### config.mk
export PLATFORM = sky130hd
export DESIGN_NAME = display_top
export DESIGN_NICKNAME = d
export VERILOG_FILES = /design/src/hw/vid_pkg.sv /design/src/hw/display_top.sv /design/src/hw/pixel_combine.sv /design/src/hw/sprite_unit.sv /design/src/hw/vga_timing.sv /design/src/hw/bus_decode.sv
export VERILOG_INCLUDE_DIRS = /design/src /design/src/hw
export SDC_FILE = /design/constraint.sdc
export NUM_CORES = 1
export LEC_CHECK = 0
export ABC_AREA = 1
export BUFFER_PORTS_ARGS = -buffer_cell sky130_fd_sc_hd__buf_4
export CAP_MARGIN = 20
export CELL_PAD_IN_SITES_DETAIL_PLACEMENT = 2
export CELL_PAD_IN_SITES_GLOBAL_PLACEMENT = 2
export CORE_MARGIN = 8
export CORE_UTILIZATION = 37
export CTS_BUF_LIST = sky130_fd_sc_hd__clkbuf_4 sky130_fd_sc_hd__clkbuf_8
export CTS_CLUSTER_DIAMETER = 120
export DETAILED_ROUTE_END_ITERATION = 8
export GPL_TIMING_DRIVEN = 0
export PLACE_DENSITY = 0.94
export SLEW_MARGIN = 10
export SYNTH_ARGS = -nofsm -noshare
export SYNTH_HDL_FRONTEND = slang
export SYNTH_SLANG_ARGS = --single-unit
### constraint.sdc
create_clock -name clk -period 2.9 [get_ports clk]
set_clock_uncertainty 0.1 [all_clocks]
set_input_delay 0.725 -clock clk [delete_from_list [all_inputs] [get_ports clk]]
set_output_delay 0.725 -clock clk [all_outputs]
set_load 0.005 [all_outputs]
### src/hw/vid_macros.svh
`ifndef VID_MACROS_SVH
`define VID_MACROS_SVH

// Sprite engine size and address map
`define NUM_SPRITES 4
`define GFX_PAGE    4'hC
`define REG_BG      4'd0
`define SPRITE_SIZE 8

// Horizontal timing in pixels, 640x480 at one pixel per clock
`define H_VISIBLE 640
`define H_FRONT   16
`define H_SYNC    96
`define H_BACK    48
`define H_TOTAL   (`H_VISIBLE + `H_FRONT + `H_SYNC + `H_BACK)

// Vertical timing in lines
`define V_VISIBLE 480
`define V_FRONT   10
`define V_SYNC    2
`define V_BACK    33
`define V_TOTAL   (`V_VISIBLE + `V_FRONT + `V_SYNC + `V_BACK)

`endif
### src/hw/vid_pkg.sv
`default_nettype none

package vid_pkg;

	// Position view, left edge is x_cell * 8
	typedef struct packed {
		logic [8:0] y;
		logic [6:0] x_cell;
	} pos_word_t;

	// RGB555 color view with sprite enable on top
	typedef struct packed {
		logic       enable;
		logic [4:0] red;
		logic [4:0] green;
		logic [4:0] blue;
	} color_word_t;

	// One bus word, decoded by whichever register it lands in
	typedef union packed {
		pos_word_t   pos;
		color_word_t color;
	} reg_word_t;

	typedef logic [7:0] channel_t;

endpackage

`default_nettype wire

### src/hw/display_top.sv
`timescale 1ns/1ps
`default_nettype none

`include "vid_macros.svh"

module display_top (
	input  logic               clk,
	input  logic               reset,
	input  logic [15:0]        addr,
	input  vid_pkg::reg_word_t write_data,
	input  logic               write,
	input  logic               read,
	output logic [15:0]        read_data,
	output logic               blank,
	output logic               hsync,
	output logic               vsync,
	output vid_pkg::channel_t  pixel_r,
	output vid_pkg::channel_t  pixel_g,
	output vid_pkg::channel_t  pixel_b
);

	import vid_pkg::*;

	logic [`NUM_SPRITES-1:0][1:0]      sprite_we;
	reg_word_t                         reg_wdata;
	color_word_t                       bg_color;
	reg_word_t [`NUM_SPRITES-1:0]      sprite_pos;
	reg_word_t [`NUM_SPRITES-1:0]      sprite_color;
	logic [`NUM_SPRITES-1:0]           sprite_hit;
	color_word_t [`NUM_SPRITES-1:0]    sprite_rgb;
	logic [9:0]                        h_count;
	logic [9:0]                        v_count;
	logic                              visible;
	logic                              hsync_n;
	logic                              vsync_n;

	bus_decode u_decode (
		.clk          (clk),
		.reset        (reset),
		.addr         (addr),
		.write_data   (write_data),
		.write        (write),
		.read         (read),
		.sprite_we    (sprite_we),
		.reg_wdata    (reg_wdata),
		.bg_color     (bg_color),
		.read_data    (read_data),
		.sprite_pos   (sprite_pos),
		.sprite_color (sprite_color)
	);

	vga_timing u_timing (
		.clk     (clk),
		.reset   (reset),
		.h_count (h_count),
		.v_count (v_count),
		.visible (visible),
		.hsync_n (hsync_n),
		.vsync_n (vsync_n)
	);

	//////////////////////////////////////////////////
	// Sprite units
	for (genvar k = 0; k < `NUM_SPRITES; k++) begin : g_sprite
		sprite_unit u_sprite (
			.clk         (clk),
			.reset       (reset),
			.pos_we      (sprite_we[k][0]),
			.color_we    (sprite_we[k][1]),
			.wdata       (reg_wdata),
			.h_count     (h_count),
			.v_count     (v_count),
			.pos_value   (sprite_pos[k]),
			.color_value (sprite_color[k]),
			.hit         (sprite_hit[k]),
			.color       (sprite_rgb[k])
		);
	end

	pixel_combine u_combine (
		.clk          (clk),
		.reset        (reset),
		.hit          (sprite_hit),
		.sprite_color (sprite_rgb),
		.bg_color     (bg_color),
		.visible      (visible),
		.hsync_n      (hsync_n),
		.vsync_n      (vsync_n),
		.pixel_r      (pixel_r),
		.pixel_g      (pixel_g),
		.pixel_b      (pixel_b),
		.blank        (blank),
		.hsync        (hsync),
		.vsync        (vsync)
	);

endmodule

`default_nettype wire

### src/hw/pixel_combine.sv
`timescale 1ns/1ps
`default_nettype none

`include "vid_macros.svh"

module pixel_combine (
	input  logic                                      clk,
	input  logic                                      reset,
	input  logic [`NUM_SPRITES-1:0]                   hit,
	input  vid_pkg::color_word_t [`NUM_SPRITES-1:0]   sprite_color,
	input  vid_pkg::color_word_t                      bg_color,
	input  logic                                      visible,
	input  logic                                      hsync_n,
	input  logic                                      vsync_n,
	output vid_pkg::channel_t                         pixel_r,
	output vid_pkg::channel_t                         pixel_g,
	output vid_pkg::channel_t                         pixel_b,
	output logic                                      blank,
	output logic                                      hsync,
	output logic                                      vsync
);

	import vid_pkg::*;

	color_word_t pick;
	logic        vis_d1;
	logic        hs_d1;
	logic        vs_d1;

	// 5 to 8 bits by repeating the top bits
	function automatic channel_t expand(input logic [4:0] field);
		return {field, field[4:2]};
	endfunction

	// Lowest index overrides, background underneath
	always_comb begin
		pick = bg_color;
		for (int k = `NUM_SPRITES - 1; k >= 0; k--) begin
			if (hit[k])
				pick = sprite_color[k];
		end
	end

	always_ff @(posedge clk) begin
		pixel_r <= vis_d1 ? expand(pick.red) : '0;
		pixel_g <= vis_d1 ? expand(pick.green) : '0;
		pixel_b <= vis_d1 ? expand(pick.blue) : '0;
	end

	//////////////////////////////////////////////////
	// Two stage delay on sync and visible
	always_ff @(posedge clk) begin
		if (reset) begin
			vis_d1 <= 1'b0;
			hs_d1  <= 1'b1;
			vs_d1  <= 1'b1;
			blank  <= 1'b1;
			hsync  <= 1'b1;
			vsync  <= 1'b1;
		end else begin
			vis_d1 <= visible;
			hs_d1  <= hsync_n;
			vs_d1  <= vsync_n;
			blank  <= !vis_d1;
			hsync  <= hs_d1;
			vsync  <= vs_d1;
		end
	end

endmodule

`default_nettype wire

### src/hw/sprite_unit.sv
`timescale 1ns/1ps
`default_nettype none

`include "vid_macros.svh"

module sprite_unit (
	input  logic                 clk,
	input  logic                 reset,
	input  logic                 pos_we,
	input  logic                 color_we,
	input  vid_pkg::reg_word_t   wdata,
	input  logic [9:0]           h_count,
	input  logic [9:0]           v_count,
	output vid_pkg::reg_word_t   pos_value,
	output vid_pkg::reg_word_t   color_value,
	output logic                 hit,
	output vid_pkg::color_word_t color
);

	import vid_pkg::*;

	pos_word_t   pos;
	color_word_t col;
	logic [9:0]  left;
	logic [9:0]  top;
	logic [9:0]  dx;
	logic [9:0]  dy;
	logic        in_x;
	logic        in_y;

	// Sprite registers
	always_ff @(posedge clk) begin
		if (reset) begin
			pos_value   <= '0;
			color_value <= '0;
		end else begin
			if (pos_we)
				pos_value <= wdata;
			if (color_we)
				color_value <= wdata;
		end
	end

	assign pos = pos_value.pos;
	assign col = color_value.color;

	//////////////////////////////////////////////////
	// Coverage of the 8x8 square
	assign left = {pos.x_cell, 3'b000};
	assign top  = {1'b0, pos.y};
	// Offsets wrap when the counter is left of or above the square
	assign dx   = h_count - left;
	assign dy   = v_count - top;
	assign in_x = (h_count >= left) && (dx < 10'(`SPRITE_SIZE));
	assign in_y = (v_count >= top) && (dy < 10'(`SPRITE_SIZE));

	always_ff @(posedge clk) begin
		if (reset)
			hit <= 1'b0;
		else
			hit <= col.enable && in_x && in_y;
	end

	always_ff @(posedge clk) begin
		color <= col;
	end

endmodule

`default_nettype wire

### src/hw/vga_timing.sv
`timescale 1ns/1ps
`default_nettype none

`include "vid_macros.svh"

module vga_timing (
	input  logic       clk,
	input  logic       reset,
	output logic [9:0] h_count,
	output logic [9:0] v_count,
	output logic       visible,
	output logic       hsync_n,
	output logic       vsync_n
);

	localparam logic [9:0] H_LAST       = 10'(`H_TOTAL - 1);
	localparam logic [9:0] V_LAST       = 10'(`V_TOTAL - 1);
	localparam logic [9:0] H_SYNC_START = 10'(`H_VISIBLE + `H_FRONT);
	localparam logic [9:0] H_SYNC_END   = 10'(`H_VISIBLE + `H_FRONT + `H_SYNC);
	localparam logic [9:0] V_SYNC_START = 10'(`V_VISIBLE + `V_FRONT);
	localparam logic [9:0] V_SYNC_END   = 10'(`V_VISIBLE + `V_FRONT + `V_SYNC);
	localparam logic [9:0] H_ACTIVE     = 10'(`H_VISIBLE);
	localparam logic [9:0] V_ACTIVE     = 10'(`V_VISIBLE);

	logic [9:0] h_next;
	logic [9:0] v_next;
	logic       vis_next;
	logic       hs_next;
	logic       vs_next;

	//////////////////////////////////////////////////
	// Next counter position
	always_comb begin
		h_next = h_count + 10'd1;
		v_next = v_count;
		if (h_count == H_LAST) begin
			h_next = '0;
			if (v_count == V_LAST)
				v_next = '0;
			else
				v_next = v_count + 10'd1;
		end
	end

	// Levels describe the position they are registered with
	assign vis_next = (h_next < H_ACTIVE) && (v_next < V_ACTIVE);
	assign hs_next  = (h_next >= H_SYNC_START) && (h_next < H_SYNC_END);
	assign vs_next  = (v_next >= V_SYNC_START) && (v_next < V_SYNC_END);

	always_ff @(posedge clk) begin
		if (reset) begin
			h_count <= '0;
			v_count <= '0;
			// Origin is the first active pixel
			visible <= 1'b1;
			hsync_n <= 1'b1;
			vsync_n <= 1'b1;
		end else begin
			h_count <= h_next;
			v_count <= v_next;
			visible <= vis_next;
			hsync_n <= !hs_next;
			vsync_n <= !vs_next;
		end
	end

endmodule

`default_nettype wire

### src/hw/bus_decode.sv
`timescale 1ns/1ps
`default_nettype none

`include "vid_macros.svh"

module bus_decode (
	input  logic                                    clk,
	input  logic                                    reset,
	input  logic [15:0]                             addr,
	input  vid_pkg::reg_word_t                      write_data,
	input  logic                                    write,
	input  logic                                    read,
	output logic [`NUM_SPRITES-1:0][1:0]            sprite_we,
	output vid_pkg::reg_word_t                      reg_wdata,
	output vid_pkg::color_word_t                    bg_color,
	output logic [15:0]                             read_data,
	input  vid_pkg::reg_word_t [`NUM_SPRITES-1:0]   sprite_pos,
	input  vid_pkg::reg_word_t [`NUM_SPRITES-1:0]   sprite_color
);

	import vid_pkg::*;

	logic       on_page;
	logic [3:0] index;
	reg_word_t  read_mux;

	assign on_page   = (addr[15:12] == `GFX_PAGE);
	assign index     = addr[3:0];
	assign reg_wdata = write_data;

	//////////////////////////////////////////////////
	// Write enables, one pair per sprite
	always_comb begin
		for (int k = 0; k < `NUM_SPRITES; k++) begin
			sprite_we[k][0] = write && on_page && (index == 4'(1 + 2 * k));
			sprite_we[k][1] = write && on_page && (index == 4'(2 + 2 * k));
		end
	end

	// Background color register
	always_ff @(posedge clk) begin
		if (reset)
			bg_color <= '0;
		else if (write && on_page && index == `REG_BG)
			bg_color <= write_data.color;
	end

	//////////////////////////////////////////////////
	// Readback select, unmapped indices give zero
	always_comb begin
		read_mux = '0;
		if (index == `REG_BG)
			read_mux.color = bg_color;
		for (int k = 0; k < `NUM_SPRITES; k++) begin
			if (index == 4'(1 + 2 * k))
				read_mux = sprite_pos[k];
			if (index == 4'(2 + 2 * k))
				read_mux = sprite_color[k];
		end
	end

	// Held until the next read on the page
	always_ff @(posedge clk) begin
		if (reset)
			read_data <= '0;
		else if (read && on_page)
			read_data <= read_mux;
	end

endmodule

`default_nettype wire

Yosys cells after proc, flatten, opt, wreduce, memory -nomap -nowiden
Cells that the tools add are included.
Storage, ports and cells
  flip-flop bits (word level): 277
  output and inout port bits: 43
Cells by class
  add/subtract/negate cells: 10
  reduce and logical (&&, ||, !) cells: 34
  order comparisons: 22
  equality and inequality tests: 11
  mux-type cells: 16
Operators by type and width (count)
  16-bit 2-to-1 mux: 9
  10-bit by 4-bit < comparator with 1-bit output, second input constant: 8
  15-bit 2-to-1 mux: 4
  10-bit >= comparator: 4
  10-bit by 9-bit >= comparator with 1-bit output: 4
  10-bit subtractor: 4
  10-bit by 9-bit subtractor with 10-bit output: 4
  1-bit logical AND: 30
  10-bit 2-to-1 mux: 3
  10-bit by 1-bit adder with 10-bit output, second input constant: 2
  10-bit == test, second input constant: 2
  10-bit < comparator, second input constant: 2
  10-bit by 9-bit < comparator with 1-bit output, second input constant: 2
  4-bit by 3-bit == test with 1-bit output, second input constant: 4
  10-bit >= comparator, second input constant: 1
  10-bit by 9-bit >= comparator with 1-bit output, second input constant: 1
  4-bit by 2-bit == test with 1-bit output, second input constant: 2
  4-bit == test, second input constant: 2
  4-bit by 1-bit == test with 1-bit output, second input constant: 1
  4-bit zero test: 1
  1-bit zero test: 3

Depth between registers and ports, before layout
Gate-level depths: netlist of run 1.
  word-level depth: 10
  gate-level depth with buffers: 15
  gate-level depth less buffers: 15

Cells and area by module
From an unflattened synthesis of run 1, not the netlist that was laid out.
Unflattened totals
  cells, all modules: 2159
  area total of the unflattened synthesis: 14833.0 um^2
By module, submodules not included
  sprite_unit: area each 2301.0 um^2, sequential area each 980.9 um^2, cells an instance 316, instances 4
  bus_decode: area each 2872.8 um^2, sequential area each 640.6 um^2, cells an instance 493, instances 1
  vga_timing: area each 1378.8 um^2, sequential area each 460.4 um^2, cells an instance 213, instances 1
  pixel_combine: area each 1377.6 um^2, sequential area each 420.4 um^2, cells an instance 189, instances 1

Least setup slack after synthesis of run 1
No wires, ideal clock.
  path kind: flip-flop to flip-flop
  start: register u_timing.h_count[4]
  end: register g_sprite[0].u_sprite.hit
  stages on the path, launching flop included: 13
  path buffers: 0
  library setup time: 0.064 ns
  slack: 0.738 ns
  arrival time: 1.998 ns
  required time: 2.736 ns
  cell sequence: dfxtp_1 > inv_1 > fa_1 > or2_2 > nand2_1 > nand2_1 > nand2_1 > nand2_1 > nor2_1 > nand4_1 > nor2_1 > nand4_1 > nor2_1
Between the ends
  word-level cells in the longest chain between the ends: 5
  elaborated cells between the ends (all ways): 6
Ends and longest elaborated chain
  from (decl): line vga_timing.sv:9  | output logic [9:0] h_count,
  from (signal assigned): line vga_timing.sv:59  | h_count <= h_next;
  10-bit subtractor: line sprite_unit.sv:52  | assign dx = h_count - left;
  10-bit by 4-bit < comparator with 1-bit output: line sprite_unit.sv:54  | assign in_x = (h_count >= left) && (dx < 10'(`SPRITE_SIZE));
  1-bit logical AND *: line sprite_unit.sv:54
  1-bit logical AND * (2 in series): line sprite_unit.sv:61  | hit <= col.enable && in_x && in_y;
  to (signal assigned): line sprite_unit.sv:61
  to (decl): line sprite_unit.sv:16  | output logic hit,
Every way passes the cells marked *; elsewhere a longest branch is shown, timed or not.
A chain may end at the register's enable or synchronous reset.

Final worst setup path of run 1
  start: register u_timing.h_count[3]
  end: register g_sprite[3].u_sprite.hit
Between the ends
  word-level cells in the longest chain between the ends: 5
  elaborated cells between the ends (all ways): 6
Ends and longest elaborated chain (line)
  10-bit subtractor: sprite_unit.sv:52
  10-bit by 4-bit < comparator with 1-bit output: sprite_unit.sv:54
  1-bit logical AND *: sprite_unit.sv:54
  1-bit logical AND * (2 in series): sprite_unit.sv:61
  to (signal assigned): sprite_unit.sv:61
  to (decl): sprite_unit.sv:16
Marks and branches as above.

==> results of run 1 <==
-- cell families (layout without fill, tap and decap cells) --
| group | Yosys count | count (layout) |
|---|---|---|
| other cells | 0 | 5 |
| fa+ha+maj | 71 | 71 |
| buf+inv | 307 | 447 |
| flops | 268 | 268 |
| mux | 15 | 15 |
| xor+xnor | 20 | 20 |
| simple gates | 577 | 577 |
| compound gates | 469 | 469 |
-- routing by layer --
layer  up-vias  global-route usage
li1       5884                   -
met1      7000              0.3590
met2       800              0.5608
met3       380             0.07929
met4         4              0.2567
met5         -            0.009840
-- Yosys cell counts (2+ instances only) --
master | n | area share
nor3_1 | 9 | 0.0035
or2_2 | 8 | 0.0039
a31oi_1 | 2 | 0.00098
buf_2 | 9 | 0.0035
o22ai_1 | 15 | 0.0074
fa_1 | 4 | 0.0063
nand2_1 | 252 | 0.074
o21ai_0 | 213 | 0.084
buf_4 | 11 | 0.0065
mux2i_1 | 15 | 0.012
nor2_2 | 6 | 0.0029
inv_2 | 8 | 0.0024
nor2_1 | 187 | 0.055
nand4_1 | 30 | 0.015
nand3_1 | 54 | 0.021
nand2_2 | 2 | 0.00098
nor3_4 | 2 | 0.0026
ha_1 | 67 | 0.066
nand3b_1 | 18 | 0.011
inv_1 | 206 | 0.061
o21bai_1 | 7 | 0.0041
dfxtp_1 | 268 | 0.42
xor2_1 | 12 | 0.0082
o2111ai_1 | 3 | 0.0021
clkbuf_1 | 59 | 0.017
a21oi_1 | 220 | 0.086
xnor2_1 | 7 | 0.0048
nor3b_1 | 2 | 0.0012
o21ai_1 | 5 | 0.0020
buf_1 | 13 | 0.0038
-- sequential cells by signal, indices dropped and copies added, names as in the netlist, 4 cells and up --
name / count
u_combine.pixel_r: 5
g_sprite.u_sprite.color_value: 64
u_combine.pixel_b: 5
g_sprite.u_sprite.hit: 4
u_timing.h_count: 10
u_decode.read_data: 16
g_sprite.u_sprite.pos_value: 64
u_combine.pixel_g: 5
u_decode.bg_color: 16
u_timing.v_count: 10
g_sprite.u_sprite.color: 60
-- how the worst min path moves through the flow --
stage | end | slack (ns)
6_report | g_sprite[3].u_sprite.color[11]$_DFF_P_ | 0.25
5_1_grt | g_sprite[3].u_sprite.color[11]$_DFF_P_ | 0.26
3_3_place_gp | g_sprite[1].u_sprite.color[3]$_DFF_P_ | 0.24
4_1_cts | g_sprite[3].u_sprite.color[6]$_DFF_P_ | 0.25
2_1_floorplan | g_sprite[0].u_sprite.color[13]$_DFF_P_ | 0.23
3_5_place_dp | g_sprite[3].u_sprite.color[6]$_DFF_P_ | 0.24
-- through the flow --
| stage | hold WS (ns) | setup TNS [ns] | util |
|---|---|---|---|
| global route | 0.2618 | -0.02057 | 0.4333 |
| CTS | 0.2541 | 0 | 0.4326 |
| global placement | 0.2360 | -5.916 | 0.4020 |
| floorplan | 0.2308 | 0 | - |
| finish | 0.2539 | 0 | 0.4337 |
| detailed placement | 0.2382 | -19.42 | 0.4020 |
-- worst max-delay path: cells and delay by family, from the launching register on --
| kind | cells | cell delay (ns) |
|---|---|---|
| compound gates | 1 | 0.27 |
| xor+xnor | 1 | 0.17 |
| fa+ha+maj | 2 | 0.72 |
| buf+inv | 1 | 0.14 |
| flops | 1 | 0.40 |
| simple gates | 6 | 0.92 |
-- cell type report --
cell class	count	area share
flip-flops and latches	268	0.3619
clock inverters	14	0.01096
diodes	5	0.0008435
plain buffers	92	0.02691
inverters	215	0.05466
clock buffers	67	0.05837
multi-input cells	1152	0.4181
repair buffers	59	0.02986
well taps	455	0.03838
-- repair_timing --
| item | CTS | global route |
|---|---|---|
| hold endpoints to repair | 0 | 0 |
| cloned | 0 | 0 |
| gates resized for setup | 9 | 5 |
| setup buffers | 0 | 1 |
| setup endpoints to repair | 6 | 3 |
-- power by group --
group          total [mW]  switching (mW)  internal (mW)
registers            3.70          0.0133           3.69
clock network        4.02            1.83           2.20
logic               0.372           0.293         0.0787
total                8.10            2.13           5.97
-- layout by cell type (no fill, tap or decap), drive strengths merged --
master      n
buf        92
a31oi       2
nand4      31
clkinvlp    2
mux2i      15
diode       5
o211ai      1
o21a        1
clkinv     10
o21ai     218
nand3      56
bufinv      3
a211oi      1
inv       214
a21oi     220
nand3b     18
dfxtp     268
clkbuf    126
o22ai      15
xnor2       7
nand2     254
ha         67
or2         9
nor2      194
o221ai      1
o2111ai     3
fa          4
nor3b       2
o21bai      7
nor3       12
and2        1
xor2       13
==> metrics.txt, run 1 <==
met1 wire length between 20 and 30 mm; Fill cells between 3,000 and 4,000; CP Max Fanout 7; first-pass GRT wire length slightly above 100 mm; dpl hpwl about 46 mm; CTS Sinks approximately 270; vias after detailed routing roughly 14,000; Clk Latency, worst-skew pair around 0.63 ns; Vert. Die Dim around 200 um; cts hold-fix bufs 0; routability congestion estimate from global placement 0.9171; Antenna Nets Post-Route 0; GRT Util Overall 0.3337; slew margin rel. 0.1949; MaxCap Viol Count 0; #FFs+latches synth 268; number of global-route vias before repair between 15,000 and 20,000; status complete, no violations; DR top layer met5; # placed instances about 2,200; First-pass DRT Iterations 5; WL/cell about 30 um; CTS buffer count 45; Post-synth EDFFs 0; CP max stage cell fa_1; DR vias/cell ~6.0; final WL 70.32 mm; Final Power 8.101 mW; FP Rows 68; CTS H-tree lvls 2; Root Driver clkbuf_8; TritonCTS clock tree yes; Fmax achieved around 350 MHz; full die area 40,640 sq um; Area Overhead vs Synth 16.38%; hold wc startpoint g_sprite[3].u_sprite.color_value[11]$_SDFFE_PP0P_; worst vdd rail ir drop roughly 320 uV; largest net degree at the start of global routing 13; metal2 WL 32.95 mm; pwr dens around 550 nW/um^2; worst path required time 3.28 ns; CP Class register to register; clock-pin slew on the worst setup and hold paths roughly 0.070 ns; fraction of synthesized cell area in xor and xnor cells 0.01433; DR iter-0 viols 1,019; Reg2Reg Depth 11; Die Span X around 200 um; multiplexer share of the synthesized area 0.01178; Final Hold Fails 0; initial antenna violation count 3; footprint of the multi-input gates ~6200 sq um; share of layout cells above drive strength 1 0.1082; Reg2Reg Launch Point u_timing.h_count[3]$_SDFF_PP0_; worst reg2reg endpoint g_sprite[3].u_sprite.hit$_SDFF_PP0_; crit path launch type register; fin. max-slew vios 0; synthesized area 12,750 sq um; synthesis warning total 0; Setup WS post-layout roughly 0.029 ns; nets@finish a little under 2,000; Mapped Nets 1,834; Final Cycle Share 0.9901; synthesized instance count between 1,500 and 2,000; endpoints failing setup 0; Worst Path Arrival 3.25 ns; core box area roughly 34,000 sq um; kind of end point of the critical path register; Compound-Gate Fraction of Synth Area 0.1890; Critical path origin u_timing.h_count[3]$_SDFF_PP0_; Unique masters post-synth between 40 and 50; largest family of logic cells by synthesized area simple AND/OR/NAND/NOR gates; Tightest Pin Transition 1.208 ns; min-delay worst type register to register; P_leak approximately 6.3 nW; ys async rst share 0; # DRC 0; crit path time final ~2.9 ns; Cell Count, Final, Fillers Out 2,327; CP Cell Sequence inv_2, ha_1, fa_1, o21ai_2, nand2_1, nand3b_1, xor2_1, nand2_1, nor2_1, nand4_1, nor2_2; total gr overflow 0; IO buf count 58; Initial Util 0.3727; Cell Area, Placed ~14,000 sq um; Synth Area in Simple Gates 0.1974; register area share after synthesis 0.4209; worst slack, placed -0.5449 ns; Synth Flop Type dfxtp_1; Critical Path End g_sprite[3].u_sprite.hit$_SDFF_PP0_; register area approximately 5400 sq um; clock buffer depth 3; Syn Area/Cell between 7 and 8 sq um; slowest stage delay, CP 0.45 ns; IO Pins just under 80; design area 14,830 sq um; Synth Area in Adders 0.07205; unrepaired setup endpoints after global routing yes; CP most frequent cell nand2_1; Worst Hold Depth 0; Met3 Routed Length approximately 5.2 mm; R2R Setup Slk between 0.02 and 0.03 ns
(Power assumes the default switching activity.)
==> run 2, diff against run 1 <==
--- a/config.mk
+++ b/config.mk
@@ -11,7 +11,7 @@
 export CAP_MARGIN = 20
 export CELL_PAD_IN_SITES_DETAIL_PLACEMENT = 2
 export CELL_PAD_IN_SITES_GLOBAL_PLACEMENT = 2
-export CORE_MARGIN = 8
+export CORE_MARGIN = 2
 export CORE_UTILIZATION = 37
 export CTS_BUF_LIST = sky130_fd_sc_hd__clkbuf_4 sky130_fd_sc_hd__clkbuf_8
 export CTS_CLUSTER_DIAMETER = 120
==> constraint.sdc (replaced) <==
create_clock -name clk -period 2.9 [get_ports clk]
set_clock_uncertainty 0.1 [all_clocks]
set_input_delay 0 -clock clk [delete_from_list [all_inputs] [get_ports clk]]
set_output_delay 0 -clock clk [all_outputs]
set_load 0.005 [all_outputs]
==> run 2 against run 1 <==
Net effect:
- the flow now finishes with violations (negative setup slack)
- clock power rose by 6.0%
- sequential power barely moved
- sequential share of layout area fell by 0.40 points
- global-route usage rose by 9.7 points
- register-to-register slack barely moved
- critical path depth fell by 4
- utilization rose by 1.1 points
- routed wire length rose by 11%
- combinational power rose by 8.9%
- power rose by 3.3%
- fmax fell by 3.5%
- die area fell by 12%
- critical endpoint is now g_sprite[2].u_sprite.color_value[1]$_SDFFE_PP0P_
==> metrics.txt, run 2 (synthesis gave the netlist of run 1 again) <==
Worst Hold Depth 6 (+6); Reg2Reg Depth 12 (+1); MaxCap Viol Count 0 (unchanged); clock-pin slew on the worst setup and hold paths 0.09 ns (+0.02 ns); worst reg2reg endpoint g_sprite[2].u_sprite.hit$_SDFF_PP0_; CTS Sinks 268 (unchanged); vias after detailed routing 14,790 (+5.2%); Reg2Reg Launch Point u_timing.h_count[3]$_SDFF_PP0_; number of global-route vias before repair 16,650 (+5.8%); CTS buffer count 46 (+2.2%); CTS H-tree lvls 2 (unchanged); Die Span X 189.6 um (-6.0%); met1 wire length 27.12 mm (+5.3%); kind of end point of the critical path register; Top Registers g_sprite.u_sprite.color_value x64, g_sprite.u_sprite.pos_value x64, g_sprite.u_sprite.color x60; DR iter-0 viols 1,359 (+33%); Pint 6.049 mW (+1.4%); share of layout cells above drive strength 1 0.1077 (-0.0004455); R2R Setup Slk 0.02 ns (about the same); fin. max-slew vios 0 (unchanged); Cell Count, Final, Fillers Out 2,335 (+0.34%); DR vias/cell 6.335 (+4.8%); GRT Util Overall 0.4309 (+0.09715); P_leak 6.352 nW (+1.2%); Vert. Die Dim 189.6 um (-6.0%); Fmax achieved 336.2 MHz (-3.5%); endpoints failing setup 1 (+1); CP Class input pin to register; first-pass GRT wire length 112.8 mm (+9.8%); largest net degree at the start of global routing 14 (+1); worst vdd rail ir drop 370.0 uV (+16%); Final Cycle Share 1.026 (+0.03565); hold worst-path end g_sprite[0].u_sprite.color_value[2]$_SDFFE_PP0P_; most frequent cells in the layout dfxtp_1 (266), nand2_1 (252), a21oi_1 (220); crit path time final 2.975 ns (+0.1034 ns); core box area 33,700 sq um (-1.5%); # placed instances 2,233 (-0.31%); Final Hold Fails 0 (unchanged); clock buffer depth 3 (unchanged); Comb pwr share 0.048 (+0.002); dpl hpwl 47.38 mm (+1.9%); DR top layer met5; Root Driver clkbuf_8; Antenna Nets Post-Route 0 (unchanged); IO Pins 79 (unchanged); most common cell after layout, fill and taps aside dfxtp_1; Hold Slack 0.04082 ns (-0.2131 ns); nets@finish 1,955 (+0.77%); routability congestion estimate from global placement 0.8918 (-2.8%); Setup WS post-layout -0.07471 ns (-0.1034 ns); WL/cell 33.51 um (+11%); First-pass DRT Iterations 7 (+2); status complete, but fails checks; Area Overhead vs Synth 17.64%; min-delay worst type input pin to register; final WL 78.24 mm (+11%); slew margin rel. 0.09526 (-0.09960); sw frac 0.2771 (+0.01364); share of power burned in the clock network 0.509 (+0.012); total gr overflow 0 (unchanged); Met3 Routed Length 7.065 mm (+36%); full die area 35,950 sq um (-12%); CP Max Fanout 10 (+3); Worst Path Arrival 3.46 ns (+0.21 ns); unrepaired setup endpoints after global routing yes; failing checks negative setup slack; pwr dens 558.1 nW/um^2 (+2.2%); IO buf count 58 (unchanged); # DRC 0 (unchanged); TritonCTS clock tree yes; Reg power frac 0.443 (-0.014); Tightest Pin Transition 1.357 ns (+0.1494 ns); Clk Latency, worst-skew pair 0.69 ns (+0.06 ns); Initial Util 0.3782 (+0.005562); initial antenna violation count 7 (+4); hold wc startpoint addr[3]; metal2 WL 36.04 mm (+9.4%); Switching Power 2.319 mW (+8.6%); FP Rows 67 (-1.5%); worst path required time 3.38 ns (+0.10 ns); crit path launch type input pin
[run 2: what timing repair did]
action                                  CTS  global route
hold endpoints to repair                 61             0
setup buffers                             0             1
hold buffers                             14             0
gates resized for setup                   3             9
pin swaps                                 0             1
endpoints found under the setup margin    4            12
[run 2: worst max path at each step]
stage                                               from                                                to  depth (start not counted)
final                                              reset  g_sprite[2].u_sprite.color_value[1]$_SDFFE_PP0P_                          7
after global routing      u_timing.h_count[4]$_SDFF_PP0_               g_sprite[1].u_sprite.hit$_SDFF_PP0_                         13
after CTS                 u_timing.h_count[3]$_SDFF_PP0_               g_sprite[1].u_sprite.hit$_SDFF_PP0_                         11
after detailed placement  u_timing.h_count[4]$_SDFF_PP0_               g_sprite[1].u_sprite.hit$_SDFF_PP0_                         13
after global placement    u_timing.h_count[4]$_SDFF_PP0_               g_sprite[1].u_sprite.hit$_SDFF_PP0_                         10
after floorplan           u_timing.h_count[4]$_SDFF_PP0_               g_sprite[0].u_sprite.hit$_SDFF_PP0_                         12
[run 2: cell type report]
cell class                      count  area, sq um
Sequential cell                   268         5368
Timing Repair Buffer               73        583.1
Clock inverter                      6        75.07
Inverter                          215        810.8
Tap cell                          448        560.5
Multi-Input combinational cell   1152         6192
Antenna cell                        3        7.507
Buffer                             92        399.1
Fill cell                        3809        18710
Clock buffer                       78        998.5
[run 2: metrics by stage]
stage               worst slack (ns)  area (sq um)  total power [mW]  utilization  TNS (ns)
detailed placement           -0.2005         13740             4.121       0.4078   -0.3044
global placement            -0.05387         13740             4.099       0.4078  -0.09242
CTS                          0.04828         14960             8.207       0.4440         0
global route                 -0.1263         14990             8.464       0.4447   -0.2116
floorplan                     0.7382         12750             3.941            -         0
finish                      -0.07471         14990             8.368       0.4449  -0.07471
[run 2: power groups by stage]
stage / Combinational, mW / Sequential (mW) / Clock, mW
finish: 0.405 / 3.71 / 4.26
global route: 0.406 / 3.71 / 4.35
detailed placement: 0.334 / 3.79 / 0
global placement: 0.313 / 3.79 / 0
CTS: 0.370 / 3.71 / 4.13
floorplan: 0.158 / 3.78 / 0
[run 2: routing by layer]
layer / vias up / track usage
met1: 7294 / 0.4505
li1: 5916 / -
met4: 10 / 0.3781
met5: - / 0
met2: 1048 / 0.7127
met3: 525 / 0.1208
[run 2: worst max-delay path, stage by stage]
cell and delay (ns):
dlygate4sd3_1 0.54, clkbuf_1 0.40, inv_1 0.52, clkbuf_1 0.78
clkbuf_1 0.56, o21ai_0 0.34, nor2_1 0.29
==> run 3, diff against run 2 <==
--- a/config.mk
+++ b/config.mk
@@ -12,12 +12,12 @@
 export CELL_PAD_IN_SITES_DETAIL_PLACEMENT = 2
 export CELL_PAD_IN_SITES_GLOBAL_PLACEMENT = 2
 export CORE_MARGIN = 2
-export CORE_UTILIZATION = 37
+export CORE_UTILIZATION = 33
 export CTS_BUF_LIST = sky130_fd_sc_hd__clkbuf_4 sky130_fd_sc_hd__clkbuf_8
 export CTS_CLUSTER_DIAMETER = 120
 export DETAILED_ROUTE_END_ITERATION = 8
 export GPL_TIMING_DRIVEN = 0
-export PLACE_DENSITY = 0.94
+export PLACE_DENSITY = 0.9
 export SLEW_MARGIN = 10
 export SYNTH_ARGS = -nofsm -noshare
 export SYNTH_HDL_FRONTEND = slang
==> constraint.sdc (replaced) <==
create_clock -name clk -period 2.5 [get_ports clk]
set_clock_uncertainty 0.1 [all_clocks]
set_input_delay 0 -clock clk [delete_from_list [all_inputs] [get_ports clk]]
set_output_delay 0 -clock clk [all_outputs]
set_load 0.005 [all_outputs]
==> run 3 against run 2 <==
Net effect:
- first-iteration DRC count shrank 1.6%
- the flow still finishes with violations (negative setup slack)
- register-to-register slack lost 0.13 ns
- sequential share of layout area shrank 0.30 points
- largest cell class unchanged
- power grew 13%
- clock power grew 10%
- setup slack lost 0.031 ns
- sequential power grew 16%
- combinational power grew 14%
- highest routed layer is now met4
- final area grew 1.2%
- critical path depth grew 6
==> metrics.txt, run 3 (synthesis gave the netlist of run 1 again) <==
number of global-route vias before repair 15,610 (-6.2%); R2R Setup Slk -0.11 ns (-0.13 ns); Cell Area, Placed 13,820 sq um (+0.57%); Die Span X 200.5 um (+5.8%); # placed instances 2,296 (+2.8%); IO buf count 58 (unchanged); worst slack, placed -0.5800 ns (-0.3796 ns); most common cell after layout, fill and taps aside dfxtp_1; clock-pin slew on the worst setup and hold paths 0.08 ns (about the same); initial antenna violation count 3 (-4); Vert. Die Dim 200.5 um (+5.8%); full die area 40,210 sq um (+12%); routability congestion estimate from global placement 0.9178 (+2.9%); MaxCap Viol Count 0 (unchanged); design area 15,180 sq um (+1.2%); status complete, but fails checks; Fill cells 4,410 (+16%); Initial Util 0.3368 (-0.04142); first-pass GRT wire length 102.7 mm (-9.0%); First-pass DRT Iterations 5 (-2); crit path time final ~2.6 ns; dpl hpwl 44.04 mm (-7.1%); Worst Hold Depth 6 (unchanged); hold worst-path end g_sprite[0].u_sprite.color_value[0]$_SDFFE_PP0P_; fin. max-slew vios 0 (unchanged); most frequent cells in the layout dfxtp_1 (257), nand2_1 (247), a21oi_1 (219); Top Registers g_sprite.u_sprite.color_value x64, g_sprite.u_sprite.pos_value x64, g_sprite.u_sprite.color x60; kind of end point of the critical path register; Final Cycle Share 1.042; Reg2Reg Launch Point u_timing.h_count[4]$_SDFF_PP0_; CP Max Fanout 5 (-5); endpoints failing setup 1 (unchanged); CTS buffer count 48 (+4.3%); failing checks negative setup slack; vias after detailed routing 14,160 (-4.3%); hold wc startpoint addr[3]; WL/cell 29.36 um (-12%); pwr dens 622.8 nW/um^2 (+12%); largest net degree at the start of global routing 14 (unchanged); Reg2Reg Depth 13 (+1); GRT Util Overall 0.3397 (-0.09114); Cell Count, Final, Fillers Out 2,401 (+2.8%); Tightest Pin Transition 1.226 ns (-0.1310 ns); clock buffer depth 3 (unchanged); Hold Slack 0.03930 ns (-0.001517 ns); unrepaired setup endpoints after global routing yes; total gr overflow 0 (unchanged); crit path launch type register; nets@finish 1,962 (+0.36%); slew margin rel. 0.1826 (+0.08731); CTS H-tree lvls 2 (unchanged); P_leak 6.368 nW (+0.25%); Critical path origin u_timing.h_count[4]$_SDFF_PP0_; Clk Latency, worst-skew pair 0.64 ns (-0.05 ns); Antenna Nets Post-Route 0 (unchanged); Final Hold Fails 0 (unchanged); core box area 37,840 sq um (+12%); IO Pins 79 (unchanged); worst vdd rail ir drop 387.9 uV (+4.8%); worst path required time 2.92 ns (-0.46 ns); FP Rows 71 (+6.0%); # DRC 0 (unchanged); Setup WS post-layout -0.1052 ns (-0.03052 ns); Root Driver clkbuf_8; final WL 70.48 mm (-9.9%); Area Overhead vs Synth 19.06%; Worst Path Arrival 3.02 ns (-0.44 ns); min-delay worst type input pin to register; CP Class register to register; DR vias/cell 5.899 (-6.9%); Fmax achieved roughly 380 MHz; worst reg2reg endpoint g_sprite[0].u_sprite.hit$_SDFF_PP0_; DR iter-0 viols 1,337 (-1.6%); TritonCTS clock tree yes; CTS Sinks 268 (unchanged); share of layout cells above drive strength 1 0.1233 (+0.01560)
## run 3: cell types whose count changed in the layout (fill, tap and decap cells not counted), sizes merged
cell         before  now
clkinv            4    9
clkbuf          137  131
dlygate4sd3      14   16
inv             214  215
buf              92   95
diode             3    1
## run 3: metal layers
metal  up-vias  global-route usage  share of wire
li1       5941                   -              -
met1      7086              0.3895           0.38
met2       791              0.5649           0.46
met3       345             0.06802          0.073
met4         0              0.2468          0.085
met5         -                   0              0
## run 3: what timing repair did
action                     4_1_cts  5_1_grt
pin swaps                       10       15
hold buffers                    16        0
buffers inserted                 3        1
hold endpoints to repair        57        0
resized for setup               25       22
setup endpoints to repair        4        4
gates cloned                     0        0
## run 3: where the power goes
| group | total, mW | leakage [nW] | switching, mW | internal (mW) |
|---|---|---|---|---|
| clock | 4.70 | 0.544 | 2.24 | 2.46 |
| combinational | 0.460 | 3.66 | 0.353 | 0.107 |
| sequential | 4.29 | 2.17 | 0.0145 | 4.28 |
## run 3: worst max-delay path by stage
stage,slack [ns],to,cells past startpoint
finish,-0.11,g_sprite[0].u_sprite.hit$_SDFF_PP0_,13
global placement,-0.63,g_sprite[1].u_sprite.hit$_SDFF_PP0_,10
floorplan,0.34,g_sprite[0].u_sprite.hit$_SDFF_PP0_,12
detailed placement,-0.58,g_sprite[0].u_sprite.hit$_SDFF_PP0_,12
CTS,-0.02,g_sprite[1].u_sprite.hit$_SDFF_PP0_,10
global route,-0.15,g_sprite[0].u_sprite.hit$_SDFF_PP0_,13
## run 3: cell type report
| type | count | area (sq um) | share of cell area |
|---|---|---|---|
| clock buffers | 72 | 915.9 | 0.06035 |
| plain buffers | 92 | 397.9 | 0.02622 |
| repair buffers | 78 | 629.4 | 0.04147 |
| flip-flops and latches | 268 | 5386 | 0.3549 |
| multi-input cells | 1152 | 6291 | 0.4145 |
| well taps | 511 | 639.4 | 0.04213 |
| inverters | 215 | 813.3 | 0.05359 |
| clock inverters | 12 | 100.1 | 0.006596 |
| diodes | 1 | 2.502 | 0.0001649 |
## run 3: through the flow
| stage | TNS [ns] | power (mW) | util |
|---|---|---|---|
| after floorplan | 0 | 4.572 | - |
| after global routing | -0.3550 | 9.589 | 0.4009 |
| after CTS | -0.01664 | 9.327 | 0.3995 |
| after detailed placement | -3.070 | 4.776 | 0.3652 |
| after global placement | -2.014 | 4.752 | 0.3652 |
| final | -0.1052 | 9.451 | 0.4010 |
## run 3: worst max-delay path: stages (launching register included)
cell        delay, ns
dfxtp_4          0.37
clkinvlp_4       0.17
buf_6            0.17
fa_2             0.38
or2_4            0.27
nand2_4          0.07
nand2_2          0.05
nand2_2          0.09
nand2_2          0.07
nor2_2           0.11
nand4_1          0.10
nor2_1           0.19
nand4_1          0.17
nor2_4           0.19
